**config.mk**
```make
export PLATFORM = sky130hd
export DESIGN_NAME = config_regs
export DESIGN_NICKNAME = d
export VERILOG_FILES = /design/src/design/regmap_pkg.sv /design/src/design/adc_pkg.sv /design/src/design/config_regs.sv
export SDC_FILE = /design/constraint.sdc
export NUM_CORES = 1
export LEC_CHECK = 0
export BUFFER_PORTS_ARGS = -buffer_cell sky130_fd_sc_hd__buf_2
export CAP_MARGIN = 10
export CORE_MARGIN = 2
export CORE_UTILIZATION = 30
export DETAILED_ROUTE_END_ITERATION = 8
export HOLD_SLACK_MARGIN = 0.08
export PLACE_DENSITY_LB_ADDON = 0.08
export RECOVER_POWER = 100
export SETUP_SLACK_MARGIN = 0.2
export SLEW_MARGIN = 20
export SYNTH_ARGS = -nofsm -noshare
export SYNTH_HDL_FRONTEND = slang
export SYNTH_SLANG_ARGS = --single-unit
```
**constraint.sdc**
```tcl
create_clock -name lb_clk -period 2.5 [get_ports lb_clk]
set_clock_uncertainty 0.1 [all_clocks]
set_input_delay 0.125 -clock lb_clk [delete_from_list [all_inputs] [get_ports lb_clk]]
set_output_delay 0.125 -clock lb_clk [all_outputs]
set_load 0.03 [all_outputs]
```
**src/design/regmap_pkg.sv**
```systemverilog
package regmap_pkg;

	// local bus widths
	localparam int lb_aw = 24;
	localparam int lb_dw = 32;

	typedef logic [lb_aw-1:0] lb_addr_t;  // word address
	typedef logic [lb_dw-1:0] lb_data_t;

	// register map, word addresses
	localparam lb_addr_t addr_periph_config  = 24'd0;     // [0] pwr_en, [1] adc_pdwn
	localparam lb_addr_t addr_bitslip        = 24'd1;     // [7:0] U2, [15:8] U3
	localparam lb_addr_t addr_clk_status     = 24'd2;
	localparam lb_addr_t addr_capture_trig   = 24'd3;     // any write starts capture
	localparam lb_addr_t addr_banyan_mask    = 24'd4;
	localparam lb_addr_t addr_sync_cset      = 24'd5;     // [9:0] ad7794, [21:16] tps62210
	localparam lb_addr_t addr_capture_status = 24'd16;
	localparam lb_addr_t addr_freq_a         = 24'd17;
	localparam lb_addr_t addr_freq_b         = 24'd18;
	localparam lb_addr_t idelay_base         = 24'd112;   // 16 taps
	localparam lb_addr_t capture_base        = 24'd2048;  // 8 ch x 256 samples
	localparam int idelay_aw      = 4;   // idelay window is 2**idelay_aw words
	localparam int capture_win_aw = 11;  // capture window is 2**capture_win_aw words

	// sync generator settings
	localparam int cset_ad7794_w    = 10;
	localparam int cset_tps62210_w  = 6;
	localparam int sync_ad7794_minc   = 256;
	localparam int sync_tps62210_minc = 32;

	// frequency counter gate, 4096 lb_clk cycles
	localparam int freq_gate_log2 = 12;
	typedef logic [27:0] freq_t;

	// tracks whether the MMCM stayed locked since set-up
	typedef enum logic [1:0] {
		clk_reset    = 2'd0,
		clk_set_up   = 2'd1,
		clk_verified = 2'd2
	} clk_status_t;

	typedef struct packed {
		logic       pwr_en;
		logic       adc_pdwn;
		logic [7:0] bitslip_u2;
		logic [7:0] bitslip_u3;
	} periph_cfg_t;

	typedef struct packed {
		logic                 strobe;  // single cycle
		logic [idelay_aw-1:0] addr;    // tap number
		logic [4:0]           value;   // tap delay
	} idelay_cmd_t;

	typedef struct packed {
		logic       trig;  // single cycle
		logic [7:0] mask;  // one bit per ADC channel
	} capture_ctrl_t;

endpackage

```
**src/design/adc_pkg.sv**
```systemverilog
package adc_pkg;

	localparam int n_chan  = 8;
	localparam int chan_aw = 3;  // log2 of n_chan
	localparam int sample_w = 16;

	typedef logic [sample_w-1:0] sample_t;
	typedef sample_t [n_chan-1:0] adc_bus_t;  // channel 0 in low bits

	// capture memory depth per channel
	localparam int capture_aw    = 8;
	localparam int capture_depth = 1 << capture_aw;

	typedef logic [capture_aw:0] capture_ptr_t;  // one extra bit to reach depth
	typedef logic [chan_aw+capture_aw-1:0] capture_addr_t;  // {chan, index}

	typedef struct packed {
		logic         run;
		logic         full;
		capture_ptr_t pointer;
	} capture_status_t;

endpackage

```
**src/design/config_regs.sv**
```systemverilog
`timescale 1ns/10ps

module config_regs (
	input  logic                              lb_clk,
	input  logic                              reset,
	input  logic                              lb_strobe,
	input  logic                              lb_rd,
	input  regmap_pkg::lb_addr_t              lb_addr,
	input  regmap_pkg::lb_data_t              lb_dout,
	input  logic                              mmcm_locked,
	output regmap_pkg::lb_data_t              lb_din,
	output regmap_pkg::periph_cfg_t           periph_cfg,
	output regmap_pkg::idelay_cmd_t           idelay_cmd,
	output regmap_pkg::capture_ctrl_t         capture_ctrl,
	output logic [regmap_pkg::cset_ad7794_w-1:0]   cset_ad7794,
	output logic [regmap_pkg::cset_tps62210_w-1:0] cset_tps62210,
	output adc_pkg::capture_addr_t            cap_rd_addr,
	input  adc_pkg::sample_t                  cap_rd_data,
	input  adc_pkg::capture_status_t          cap_status,
	input  regmap_pkg::freq_t                 freq_a,
	input  regmap_pkg::freq_t                 freq_b
);

	localparam int iw = regmap_pkg::idelay_aw;
	localparam int cw = regmap_pkg::capture_win_aw;

	logic wr_stb, rd_stb;
	logic in_idelay, in_capture;
	regmap_pkg::clk_status_t clk_state;
	regmap_pkg::lb_data_t    rd_mux;      // register value for this read
	regmap_pkg::lb_data_t    rd_reg_q;    // stage one
	logic                    rd_mem_q;    // stage one, read hits capture window

	assign wr_stb = lb_strobe & ~lb_rd;
	assign rd_stb = lb_strobe & lb_rd;
	assign in_idelay  = lb_addr[regmap_pkg::lb_aw-1:iw] == regmap_pkg::idelay_base[regmap_pkg::lb_aw-1:iw];
	assign in_capture = lb_addr[regmap_pkg::lb_aw-1:cw] == regmap_pkg::capture_base[regmap_pkg::lb_aw-1:cw];

	// capture memory sees the bus address directly, data back one cycle later
	assign cap_rd_addr = lb_addr[cw-1:0];

	// configuration registers and command pulses
	always_ff @(posedge lb_clk) begin
		if (reset) begin
			periph_cfg        <= '0;
			capture_ctrl.mask <= '1;  // all channels on
			capture_ctrl.trig <= 1'b0;
			idelay_cmd        <= '0;
			cset_ad7794       <= '0;
			cset_tps62210     <= '0;
		end else begin
			capture_ctrl.trig <= wr_stb && (lb_addr == regmap_pkg::addr_capture_trig);
			idelay_cmd.strobe <= wr_stb && in_idelay;
			if (wr_stb && in_idelay) begin
				idelay_cmd.addr  <= lb_addr[iw-1:0];
				idelay_cmd.value <= lb_dout[4:0];
			end
			if (wr_stb) begin
				case (lb_addr)
					regmap_pkg::addr_periph_config: begin
						periph_cfg.pwr_en   <= lb_dout[0];
						periph_cfg.adc_pdwn <= lb_dout[1];
					end
					regmap_pkg::addr_bitslip: begin
						periph_cfg.bitslip_u2 <= lb_dout[7:0];
						periph_cfg.bitslip_u3 <= lb_dout[15:8];
					end
					regmap_pkg::addr_banyan_mask: capture_ctrl.mask <= lb_dout[7:0];
					regmap_pkg::addr_sync_cset: begin
						cset_ad7794   <= lb_dout[9:0];
						cset_tps62210 <= lb_dout[21:16];
					end
					default: ;  // commands and read-only words
				endcase
			end
		end
	end

	// clock status FSM, losing lock wins over any write
	always_ff @(posedge lb_clk) begin
		if (reset || !mmcm_locked) begin
			clk_state <= regmap_pkg::clk_reset;
		end else if (wr_stb && (lb_addr == regmap_pkg::addr_clk_status)) begin
			if (lb_dout[1] && (clk_state == regmap_pkg::clk_set_up))
				clk_state <= regmap_pkg::clk_verified;
			else if (lb_dout[0])
				clk_state <= regmap_pkg::clk_set_up;
		end
	end

	// read mux for the register words, zero when unmapped
	always_comb begin
		rd_mux = '0;
		case (lb_addr)
			regmap_pkg::addr_periph_config:
				rd_mux = regmap_pkg::lb_data_t'({periph_cfg.adc_pdwn, periph_cfg.pwr_en});
			regmap_pkg::addr_bitslip:
				rd_mux = regmap_pkg::lb_data_t'({periph_cfg.bitslip_u3, periph_cfg.bitslip_u2});
			regmap_pkg::addr_clk_status:   rd_mux = regmap_pkg::lb_data_t'(clk_state);
			regmap_pkg::addr_banyan_mask:  rd_mux = regmap_pkg::lb_data_t'(capture_ctrl.mask);
			regmap_pkg::addr_sync_cset:
				rd_mux = regmap_pkg::lb_data_t'({cset_tps62210, 6'b0, cset_ad7794});
			regmap_pkg::addr_capture_status: rd_mux = regmap_pkg::lb_data_t'(cap_status);
			regmap_pkg::addr_freq_a:       rd_mux = regmap_pkg::lb_data_t'(freq_a);
			regmap_pkg::addr_freq_b:       rd_mux = regmap_pkg::lb_data_t'(freq_b);
			default: ;
		endcase
	end

	// two-stage read pipe, same latency for registers and memory
	always_ff @(posedge lb_clk) begin
		if (reset) begin
			rd_reg_q <= '0;
			rd_mem_q <= 1'b0;
			lb_din   <= '0;
		end else begin
			rd_reg_q <= rd_stb ? rd_mux : '0;
			rd_mem_q <= rd_stb && in_capture;
			lb_din   <= rd_mem_q ? regmap_pkg::lb_data_t'(cap_rd_data) : rd_reg_q;
		end
	end

endmodule

```
==> results of run 1 <==
-- path summary, 6_finish.rpt --
check / endpoint / depth (start not counted) / slack (ns)
min: rd_reg_q[11] / 4 / 0.09
min reg2reg: lb_din[19] / 1 / 0.33
max reg2reg: lb_din[27] / 3 / 0.35
max: cset_ad7794[9] / 7 / 0.31
-- state kept, by name, summed over array words and instances, names as in the netlist --
signal         count
cset_tps62210      6
periph_cfg        18
idelay_cmd        10
rd_reg_q          28
lb_din            28
rd_mem_q           1
clk_state          2
capture_ctrl       9
cset_ad7794       10
-- cells in the mapped netlist, drive strengths merged, types with 2 or more instances --
cell / number / area [um2]
a211o: 7 / 61.3
a21oi: 61 / 305
a22o: 17 / 149
a22oi: 13 / 97.6
and2: 13 / 81.3
buf: 28 / 191
clkbuf: 46 / 173
dfxtp: 112 / 2240
mux2: 7 / 78.8
mux2i: 31 / 310
nand2: 5 / 18.8
nand2b: 10 / 62.6
nand3: 29 / 145
nand3b: 6 / 45.0
nand4: 44 / 275
nor2: 31 / 116
nor2b: 4 / 25.0
nor3: 12 / 65.1
nor3b: 2 / 15.0
nor4: 7 / 73.8
nor4b: 3 / 41.3
o21ai: 43 / 215
o2bb2ai: 10 / 87.6
o311ai: 2 / 17.5
o31a: 7 / 61.3
o31ai: 2 / 15.0
or3: 2 / 12.5
or4: 3 / 26.3
-- timing repair --
action | in CTS | in global routing
hold buffers | 73 | 0
buffers inserted | 0 | 1
setup endpoints to repair | 0 | 2
endpoints found under the hold margin | 87 | 0
-- kinds of logic after synthesis --
family                 after synthesis  share of synthesized area, %
and+or+nand+nor                    177                          20.8
other                                1                        0.0736
buffers and inverters               75                          7.22
AOI/OAI and AO/OA                  165                          20.3
DFF                                112                          44.0
muxes                               38                          7.64
-- final cells by class --
class | instances | area, um2 | area share [%]
tap | 220 | 275 | 3.79
inverter | 1 | 3.75 | 0.0517
clock buffer | 9 | 225 | 3.10
sequential | 112 | 2240 | 30.9
clock inverter | 7 | 80.1 | 1.10
multi-input combinational | 384 | 2510 | 34.6
timing repair buffer | 322 | 1920 | 26.5
-- metal layers --
layer  global-route usage (%)  up-vias  wire length (um)
met5                        0        -                 0
met4                     6.37        0               418
met1                     28.2     2552              8640
li1                         -     2611                 -
met2                     34.6      214              9190
met3                     4.23       27              1260
-- report_power, final --
part	switching [mW]	internal, mW
Clock	0.714	0.791
Sequential	0.000000629	1.78
Combinational	0.224	0.215
-- worst min-delay path, cell delays in order --
cell,delay [ns]
buf_2,0.08
a22o_1,0.12
nand3_1,0.07
a21oi_1,0.11
-- through the flow --
| step | power (mW) | instance area [um2] |
|---|---|---|
| floorplan | 2.00 | 5100 |
| global placement | 2.17 | 6350 |
| detailed placement | 2.17 | 6350 |
| CTS | 3.77 | 7380 |
| global route | 3.87 | 7260 |
| finish | 3.73 | 7260 |
==> reports/metrics.yaml, run 1 <==
grt:
  grt.overflow.total: 0
  antenna_found_initial: 0
  grt_start_max_net_pins: 74
  grt_usage_pct: 21.2
  grt_pass1_vias: 5315
  grt_first_pass_wirelength_mm: 29.7
floorplan:
  core_area_um2: 16600
  die_h_um: 134
  die_w_um: 134
  start_util_pct: 30.7
  fp.dieArea_um2: 18000
  rows: 47
  ioPinCount: 240
drt:
  drtAntennaViolNets: 0
  via_per_inst: 5.12
  firstDrtPassIters: 5
  wl_mm: 19.5
  drtIter0Drc: 232
  dr_total_vias: 5404
  routedWlPerCell_um: 18.5
  drc: 0
sta:
  relSlewSlack_pct: 13.1
  hold_viol_final: 0
  setup_viol: 0
  tightest_slew_ns: 1.30
  fmax_mhz: 457
  rsz0062_at_grt: "no"
  fin_ws_ns: 0.313
  hold_slack_ns: 0.0866
  drv_slew: 0
  tns_ns: 0
  finalCritPeriodShare_pct: 87.5
  finalCriticalPeriod_ns: 2.19
setup_path:
  r2r-start: "rd_mem_q"
  cp.required_ns: 2.62
  cp_num_buf_inv: 3
  slowest_delay_ns: 0.53
  start_kind: "input pin"
  cp-startpoint: "lb_addr[2]"
  cp-end-kind: "flop"
  critical_path.top_delay_family: "buffers and inverters"
  worstPathArrival_ns: 2.30
  crit_chain: "dlygate4sd3_1, buf_2, nand2b_1, or4_1, clkbuf_2, o21ai_0, a21oi_1"
  crit_path_max_fanout: 16
  path_class: "input pin to flop"
  cp_slowest_cell: "dlygate4sd3_1"
logic_synthesis:
  async_flop_share_pct: 0
  synth-main-ff-cell: "dfxtp_1"
  ys_warn_count: 0
  synth_edf_count: 0
  synth_area_um2: 5090
  postSynthCellCount: 568
  synth_area_per_cell_um2: 8.97
  ys_seq_elements: 112
  yosysSeqAreaShare_pct: 44.0
  synth_cell_types: 47
pwr:
  ir_worst_vdd_uv: 336
  p_leak_nw: 2.64
  power_density_nw_per_um2: 513
place:
  place_ws_ns: 0.273
  io_buffers: 225
  place_inst: 965
  dpl.hpwl_mm: 13.1
  routabilityCongestion: 0.814
clock_tree:
  cts_buffers: 9
  root_buffer: "clkbuf_16"
  clk_path_buf_depth: 2
  postCtsResizedCells: 0
  cts_tree: "done"
  htreeDepth: 3
  clock-sinks: 112
  clk_pin_slew_ns: 0.08
  clock_latency_ns: 0.36
layout:
  drive_gt1_share_pct: 22.5
  final_util_pct: 43.8
  n_fill_cell: 1724
  diodes: 0
  synthToLayoutAreaGrowth_pct: 42.6
  instances_no_fill: 1055
  final_common_cell: "buf_2"
  most-common-layout-cells: "buf_2, dfxtp_1, clkbuf_1"
  final_nets: 974
run_status:
  status: "finished clean"
job:
  max-cap-violations: 0
worst_hold_path:
  worstHoldPathType: "input pin to flop"
  min-delay-start: "freq_b[11]"
(Power assumes the default switching activity.)
==> run 2, diff against run 1 <==
--- a/config.mk
+++ b/config.mk
@@ -11,2 +11,3 @@
 export CORE_UTILIZATION = 30
+export CTS_CLUSTER_SIZE = 12
 export DETAILED_ROUTE_END_ITERATION = 8
==> constraint.sdc (replaced) <==
create_clock -name lb_clk -period 2.5 [get_ports lb_clk]
set_clock_uncertainty 0.1 [all_clocks]
set_input_delay 0.375 -clock lb_clk [delete_from_list [all_inputs] [get_ports lb_clk]]
set_output_delay 0.375 -clock lb_clk [all_outputs]
set_load 0.03 [all_outputs]
==> run 2 against run 1 <==
Compared with the run above:
- clock power down 3%
- register-to-register slack better by 0.43 ns
- sequential power about the same
- cell area down 9.3%
- sequential cell count unchanged
- first-iteration DRC count up 12%
- wire length down 6.1%
- worst hold slack better by 0.064 ns
- maximum frequency up 4.3%
- combinational power down 21%
- non-clock buffer count down 70
- die area unchanged
- critical path type unchanged
- critical endpoint is now rd_reg_q[15]
==> reports/metrics.yaml, run 2 (synthesis gave the netlist of run 1 again) <==
run_status:
  status: "finished clean"
drt:
  firstDrtPassIters: 4  # -1
  drtAntennaViolNets: 0  # unchanged
  drtIter0Drc: 259  # +12%
  routedWlPerCell_um: 18.6  # +0.52%
  dr_total_vias: 5119  # -5.3%
  via_per_inst: 5.20  # +1.5%
  wl_mm: 18.3  # -6.1%
  drc: 0  # unchanged
grt:
  grt_usage_pct: 20.1  # -1.0 points
  grt_start_max_net_pins: 74  # unchanged
  antenna_found_initial: 0  # unchanged
  grt_pass1_vias: 4990  # -6.1%
  grt.overflow.total: 0  # unchanged
  grt_first_pass_wirelength_mm: 28.0  # -5.8%
clock_tree:
  clock_latency_ns: 0.35  # about the same
  clk_path_buf_depth: 2  # unchanged
  root_buffer: "clkbuf_16"
  postCtsSetupBuffers: 0  # unchanged
  cts_tree: "done"
  clk_pin_slew_ns: 0.07  # about the same
  hold_buffers: 0  # -100%
  cts_buffers: 9  # unchanged
  htreeDepth: 3  # unchanged
  clock-sinks: 112  # unchanged
  postCtsResizedCells: 0  # unchanged
floorplan:
  die_w_um: 134  # unchanged
  rows: 47  # unchanged
  core_area_um2: 16600  # unchanged
  start_util_pct: 30.7  # unchanged
  die_h_um: 134  # unchanged
  fp.dieArea_um2: 18000  # unchanged
  ioPinCount: 240  # unchanged
setup_path:
  cp.required_ns: 2.67  # +0.05 ns
  cp_common_cell: "clkbuf_1"
  cp-end-kind: "flop"
  regToRegSetupSlack_ns: 0.78  # +0.43 ns
  slowest_delay_ns: 0.61  # +0.08 ns
  start_kind: "input pin"
  crit_chain: "clkbuf_1, or4_1, clkbuf_1, nor3b_1, buf_12, nand3_1, a21oi_1"
  crit_path_max_fanout: 21  # +5
  cp_slowest_cell: "or4_1"
  path_class: "input pin to flop"
  worstPathArrival_ns: 2.27  # -0.03 ns
layout:
  most-common-layout-cells: "buf_2, dfxtp_1, clkbuf_1"
  synthToLayoutAreaGrowth_pct: 29.3
  largestRegisters: "lb_din x28, rd_reg_q x28, periph_cfg x18"
  drive_gt1_share_pct: 24.2  # +1.7 points
  n_fill_cell: 1751  # +1.6%
  final_common_cell: "buf_2"
  final_nets: 904  # -7.2%
  multi_input_area_um2: 2480  # -1.1%
  ff_latch_area_um2: 2240  # unchanged
pwr:
  p_leak_nw: 2.37  # -10%
  power_density_nw_per_um2: 545  # +6.2%
  ir_worst_vdd_uv: 329  # -1.9%
sta:
  fmax_mhz: 477  # +4.3%
  tightest_slew_ns: 0.735  # -0.568 ns
  relSlewSlack_pct: 51.0  # +38 points
  hold_viol_final: 0  # unchanged
  tns_ns: 0  # unchanged
  hold_slack_ns: 0.151  # +0.0639 ns
  finalCriticalPeriod_ns: 2.10  # -0.0892 ns
  drv_slew: 0  # unchanged
  setup_viol: 0  # unchanged
  finalCritPeriodShare_pct: 83.9  # -3.6 points
  rsz0062_at_grt: "no"
worst_hold_path:
  worstHoldPathType: "input pin to flop"
place:
  io_buffers: 225  # unchanged
  routabilityCongestion: 0.824  # +1.3%
  dpl.hpwl_mm: 13.1  # -0.15%
job:
  max-cap-violations: 0  # unchanged
-- run 2: cell types whose count changed in the layout (fill, tap and decap cells not counted), sizes merged --
cell | before | now
clkinv | 3 | 4
inv | 3 | 2
buf | 152 | 157
dlygate4sd3 | 73 | 0
diode | 0 | 1
clkinvlp | 1 | 0
clkbuf | 106 | 104
-- run 2: final timing paths --
path / endpoint / start / depth (start not counted)
worst min register to register: lb_din[18] / rd_reg_q[18] / 1
worst max register to register: clk_state[1] / clk_state[1] / 3
worst min-delay path: rd_mem_q / lb_addr[11] / 3
worst max-delay path: rd_reg_q[15] / lb_addr[3] / 7
-- run 2: power by group --
part           total, mW  leakage, nW  internal, mW  switching [mW]
registers           1.78        0.902          1.78     0.000000659
logic              0.345         1.32         0.145           0.201
clock network       1.46        0.146         0.780           0.681
total               3.59         2.37          2.71           0.882
-- run 2: stage by stage --
stage / cells / utilization [%] / worst slack (ns) / power (mW) / instance area [um2]
final: 985 / 39.7 / 0.402 / 3.59 / 6580
after global routing: 984 / 39.7 / 0.220 / 3.74 / 6580
after CTS: 984 / 40.6 / 0.513 / 3.63 / 6740
after detailed placement: 969 / 38.8 / 0.133 / 2.18 / 6440
after global placement: 969 / 38.8 / 0.148 / 2.17 / 6440
after floorplan: 571 / - / 0.273 / 2.00 / 5100
-- run 2: area by class of cell --
type	instances	share of cell area [%]
clock buffer	9	3.42
sequential	112	34.1
antenna	1	0.0380
inverter	1	0.0570
timing repair buffer	252	19.4
clock inverter	6	1.06
tap	220	4.18
multi-input combinational	384	37.7
-- run 2: critical path: cells and delay by family --
family          cells  cell delay (ns)
compound gates      1             0.16
buf+inv             3             0.58
simple gates        3             1.14
-- run 2: per-layer routing --
layer / track usage (%) / vias up / part of all wire (%)
li1: - / 2481 / -
met1: 26.9 / 2409 / 45
met2: 32.1 / 207 / 46
met3: 4.76 / 22 / 7.5
met4: 6.61 / 0 / 1.7
met5: 0 / - / 0
==> run 3, diff against run 2 <==
- clock period: 2.5 -> 2.14 ns (I/O delays scaled with it)
==> run 3 against run 2 <==
Compared with the run above:
- cell area up 1.7%
- clock power up 13%
- core utilization up 0.69 points
- combinational power up 24%
- sequential share of layout area down 0.59 points
- sequential power up 17%
- die area unchanged
- clock-buffer cell count unchanged
- cell count up 1.0%
- global-route usage down 0.30 points
- wire length up 0.49%
- critical path type unchanged
- largest cell class unchanged
==> reports/metrics.yaml, run 3 (synthesis gave the netlist of run 1 again) <==
run_status:
  status: "finished clean"
clock_tree:
  clk_path_buf_depth: 2  # unchanged
  root_buffer: "clkbuf_16"
  htreeDepth: 3  # unchanged
  clock-sinks: 112  # unchanged
  postCtsSetupBuffers: 0  # unchanged
  clock_latency_ns: 0.36  # about the same
  clk_pin_slew_ns: 0.07  # about the same
  cts_buffers: 9  # unchanged
  cts_tree: "done"
grt:
  grt_pass1_vias: 4969  # -0.42%
  grt_start_max_net_pins: 61  # -18%
  antenna_found_initial: 0  # unchanged
  grt_usage_pct: 19.8  # -0.30 points
  grt_first_pass_wirelength_mm: 27.6  # -1.4%
  grt.overflow.total: 0  # unchanged
setup_path:
  path_class: "input pin to flop"
  r2r-start: "rd_mem_q"
  crit_path_max_fanout: 7  # -67%
  start_kind: "input pin"
  worstPathArrival_ns: 2.13  # -0.14 ns
  r2r_cells: 3  # unchanged
  cp-end-kind: "flop"
  cp-startpoint: "lb_addr[5]"
  cp.required_ns: 2.34  # -0.33 ns
floorplan:
  core_area_um2: 16600  # unchanged
  die_h_um: 134  # unchanged
  fp.dieArea_um2: 18000  # unchanged
  start_util_pct: 30.7  # unchanged
  die_w_um: 134  # unchanged
  ioPinCount: 240  # unchanged
  rows: 47  # unchanged
layout:
  final_common_cell: "buf_2"
  largestRegisters: "lb_din x28, rd_reg_q x28, periph_cfg x18"
  n_fill_cell: 1751  # unchanged
  instances_no_fill: 995  # +1.0%
  synthToLayoutAreaGrowth_pct: 31.5
  diodes: 0  # -1
  drive_gt1_share_pct: 25.7  # +1.5 points
  final_nets: 914  # +1.1%
  most-common-layout-cells: "buf_2, dfxtp_1, clkbuf_1"
sta:
  setup_viol: 0  # unchanged
  tns_ns: 0  # unchanged
  finalCriticalPeriod_ns: 1.93
  fmax_mhz: 518
  relSlewSlack_pct: 17.9  # -33 points
  hold_viol_final: 0  # unchanged
  drv_slew: 0  # unchanged
  tightest_slew_ns: 1.23  # +0.497 ns
  finalCritPeriodShare_pct: 90.3
  rsz0062_at_grt: "no"
drt:
  firstDrtPassIters: 5  # +1
  drc: 0  # unchanged
  via_per_inst: 5.13  # -1.3%
  drtAntennaViolNets: 0  # unchanged
  routedWlPerCell_um: 18.5  # -0.52%
  dr_total_vias: 5102  # -0.33%
  drtIter0Drc: 259  # unchanged
  wl_mm: 18.4  # +0.49%
worst_hold_path:
  worstHoldPathType: "input pin to flop"
  min_path_cells: 3  # unchanged
  min-delay-start: "lb_addr[11]"
place:
  io_buffers: 225  # unchanged
  place_inst: 978  # +0.93%
  dpl.hpwl_mm: 13.5  # +2.5%
  routabilityCongestion: 0.840  # +1.8%
job:
  max-cap-violations: 0  # unchanged
pwr:
  ir_worst_vdd_uv: 358  # +8.7%
  power_density_nw_per_um2: 621  # +14%
  p_leak_nw: 2.43  # +2.7%
  p_total_mw: 4.16  # +16%
-- run 3: power by group --
group	total [mW]	internal (mW)	switching (mW)
sequential	2.08	2.08	0.000000741
clock	1.65	0.815	0.840
combinational	0.427	0.181	0.246
-- run 3: final cells by class --
class                   instances  area (um2)  share of cell area [%]
multi-input cells             384        2510                    37.5
flip-flops and latches        112        2240                    33.5
repair buffers                262        1380                    20.6
well taps                     220         275                    4.11
clock buffers                   9         225                    3.36
clock inverters                 7        60.1                   0.897
inverters                       1        3.75                  0.0560
-- run 3: worst max-delay path, stage by stage --
cell and delay, ns:
clkbuf_1 0.10, or4_4 0.55, clkbuf_2 0.22, nor3_1 0.49, buf_4 0.25, a22oi_1 0.09, nor2_1 0.10
-- run 3: worst paths after layout --
path | endpoint | slack, ns
worst min register to register | lb_din[19] | 0.33
worst max-delay path | rd_reg_q[16] | 0.21
worst min-delay path | rd_mem_q | 0.09
worst max register to register | lb_din[13] | 0.34
-- run 3: timing repair --
| action | CTS | global route |
|---|---|---|
| hold endpoints to repair | 1 | 0 |
| hold buffers | 1 | 0 |
| gates resized for setup | 0 | 1 |
| setup endpoints to repair | 0 | 4 |
-- run 3: stage by stage --
step / hold slack (ns) / area (um2) / utilization (%) / worst slack [ns]
CTS: 0.0807 / 6830 / 41.2 / 0.255
global placement: 0.310 / 6530 / 39.4 / -0.112
detailed placement: 0.310 / 6530 / 39.4 / -0.131
finish: 0.0931 / 6700 / 40.4 / 0.208
floorplan: 0.306 / 5110 / - / -0.0160
global route: 0.0934 / 6700 / 40.4 / 0.109
-- run 3: layer usage --
| metal | wire length (um) | vias up | GRT usage [%] |
|---|---|---|---|
| met4 | 265 | 0 | 6.20 |
| met5 | 0 | - | 0 |
| li1 | - | 2501 | - |
| met3 | 1170 | 14 | 3.74 |
| met1 | 8220 | 2380 | 26.8 |
| met2 | 8750 | 207 | 32.1 |
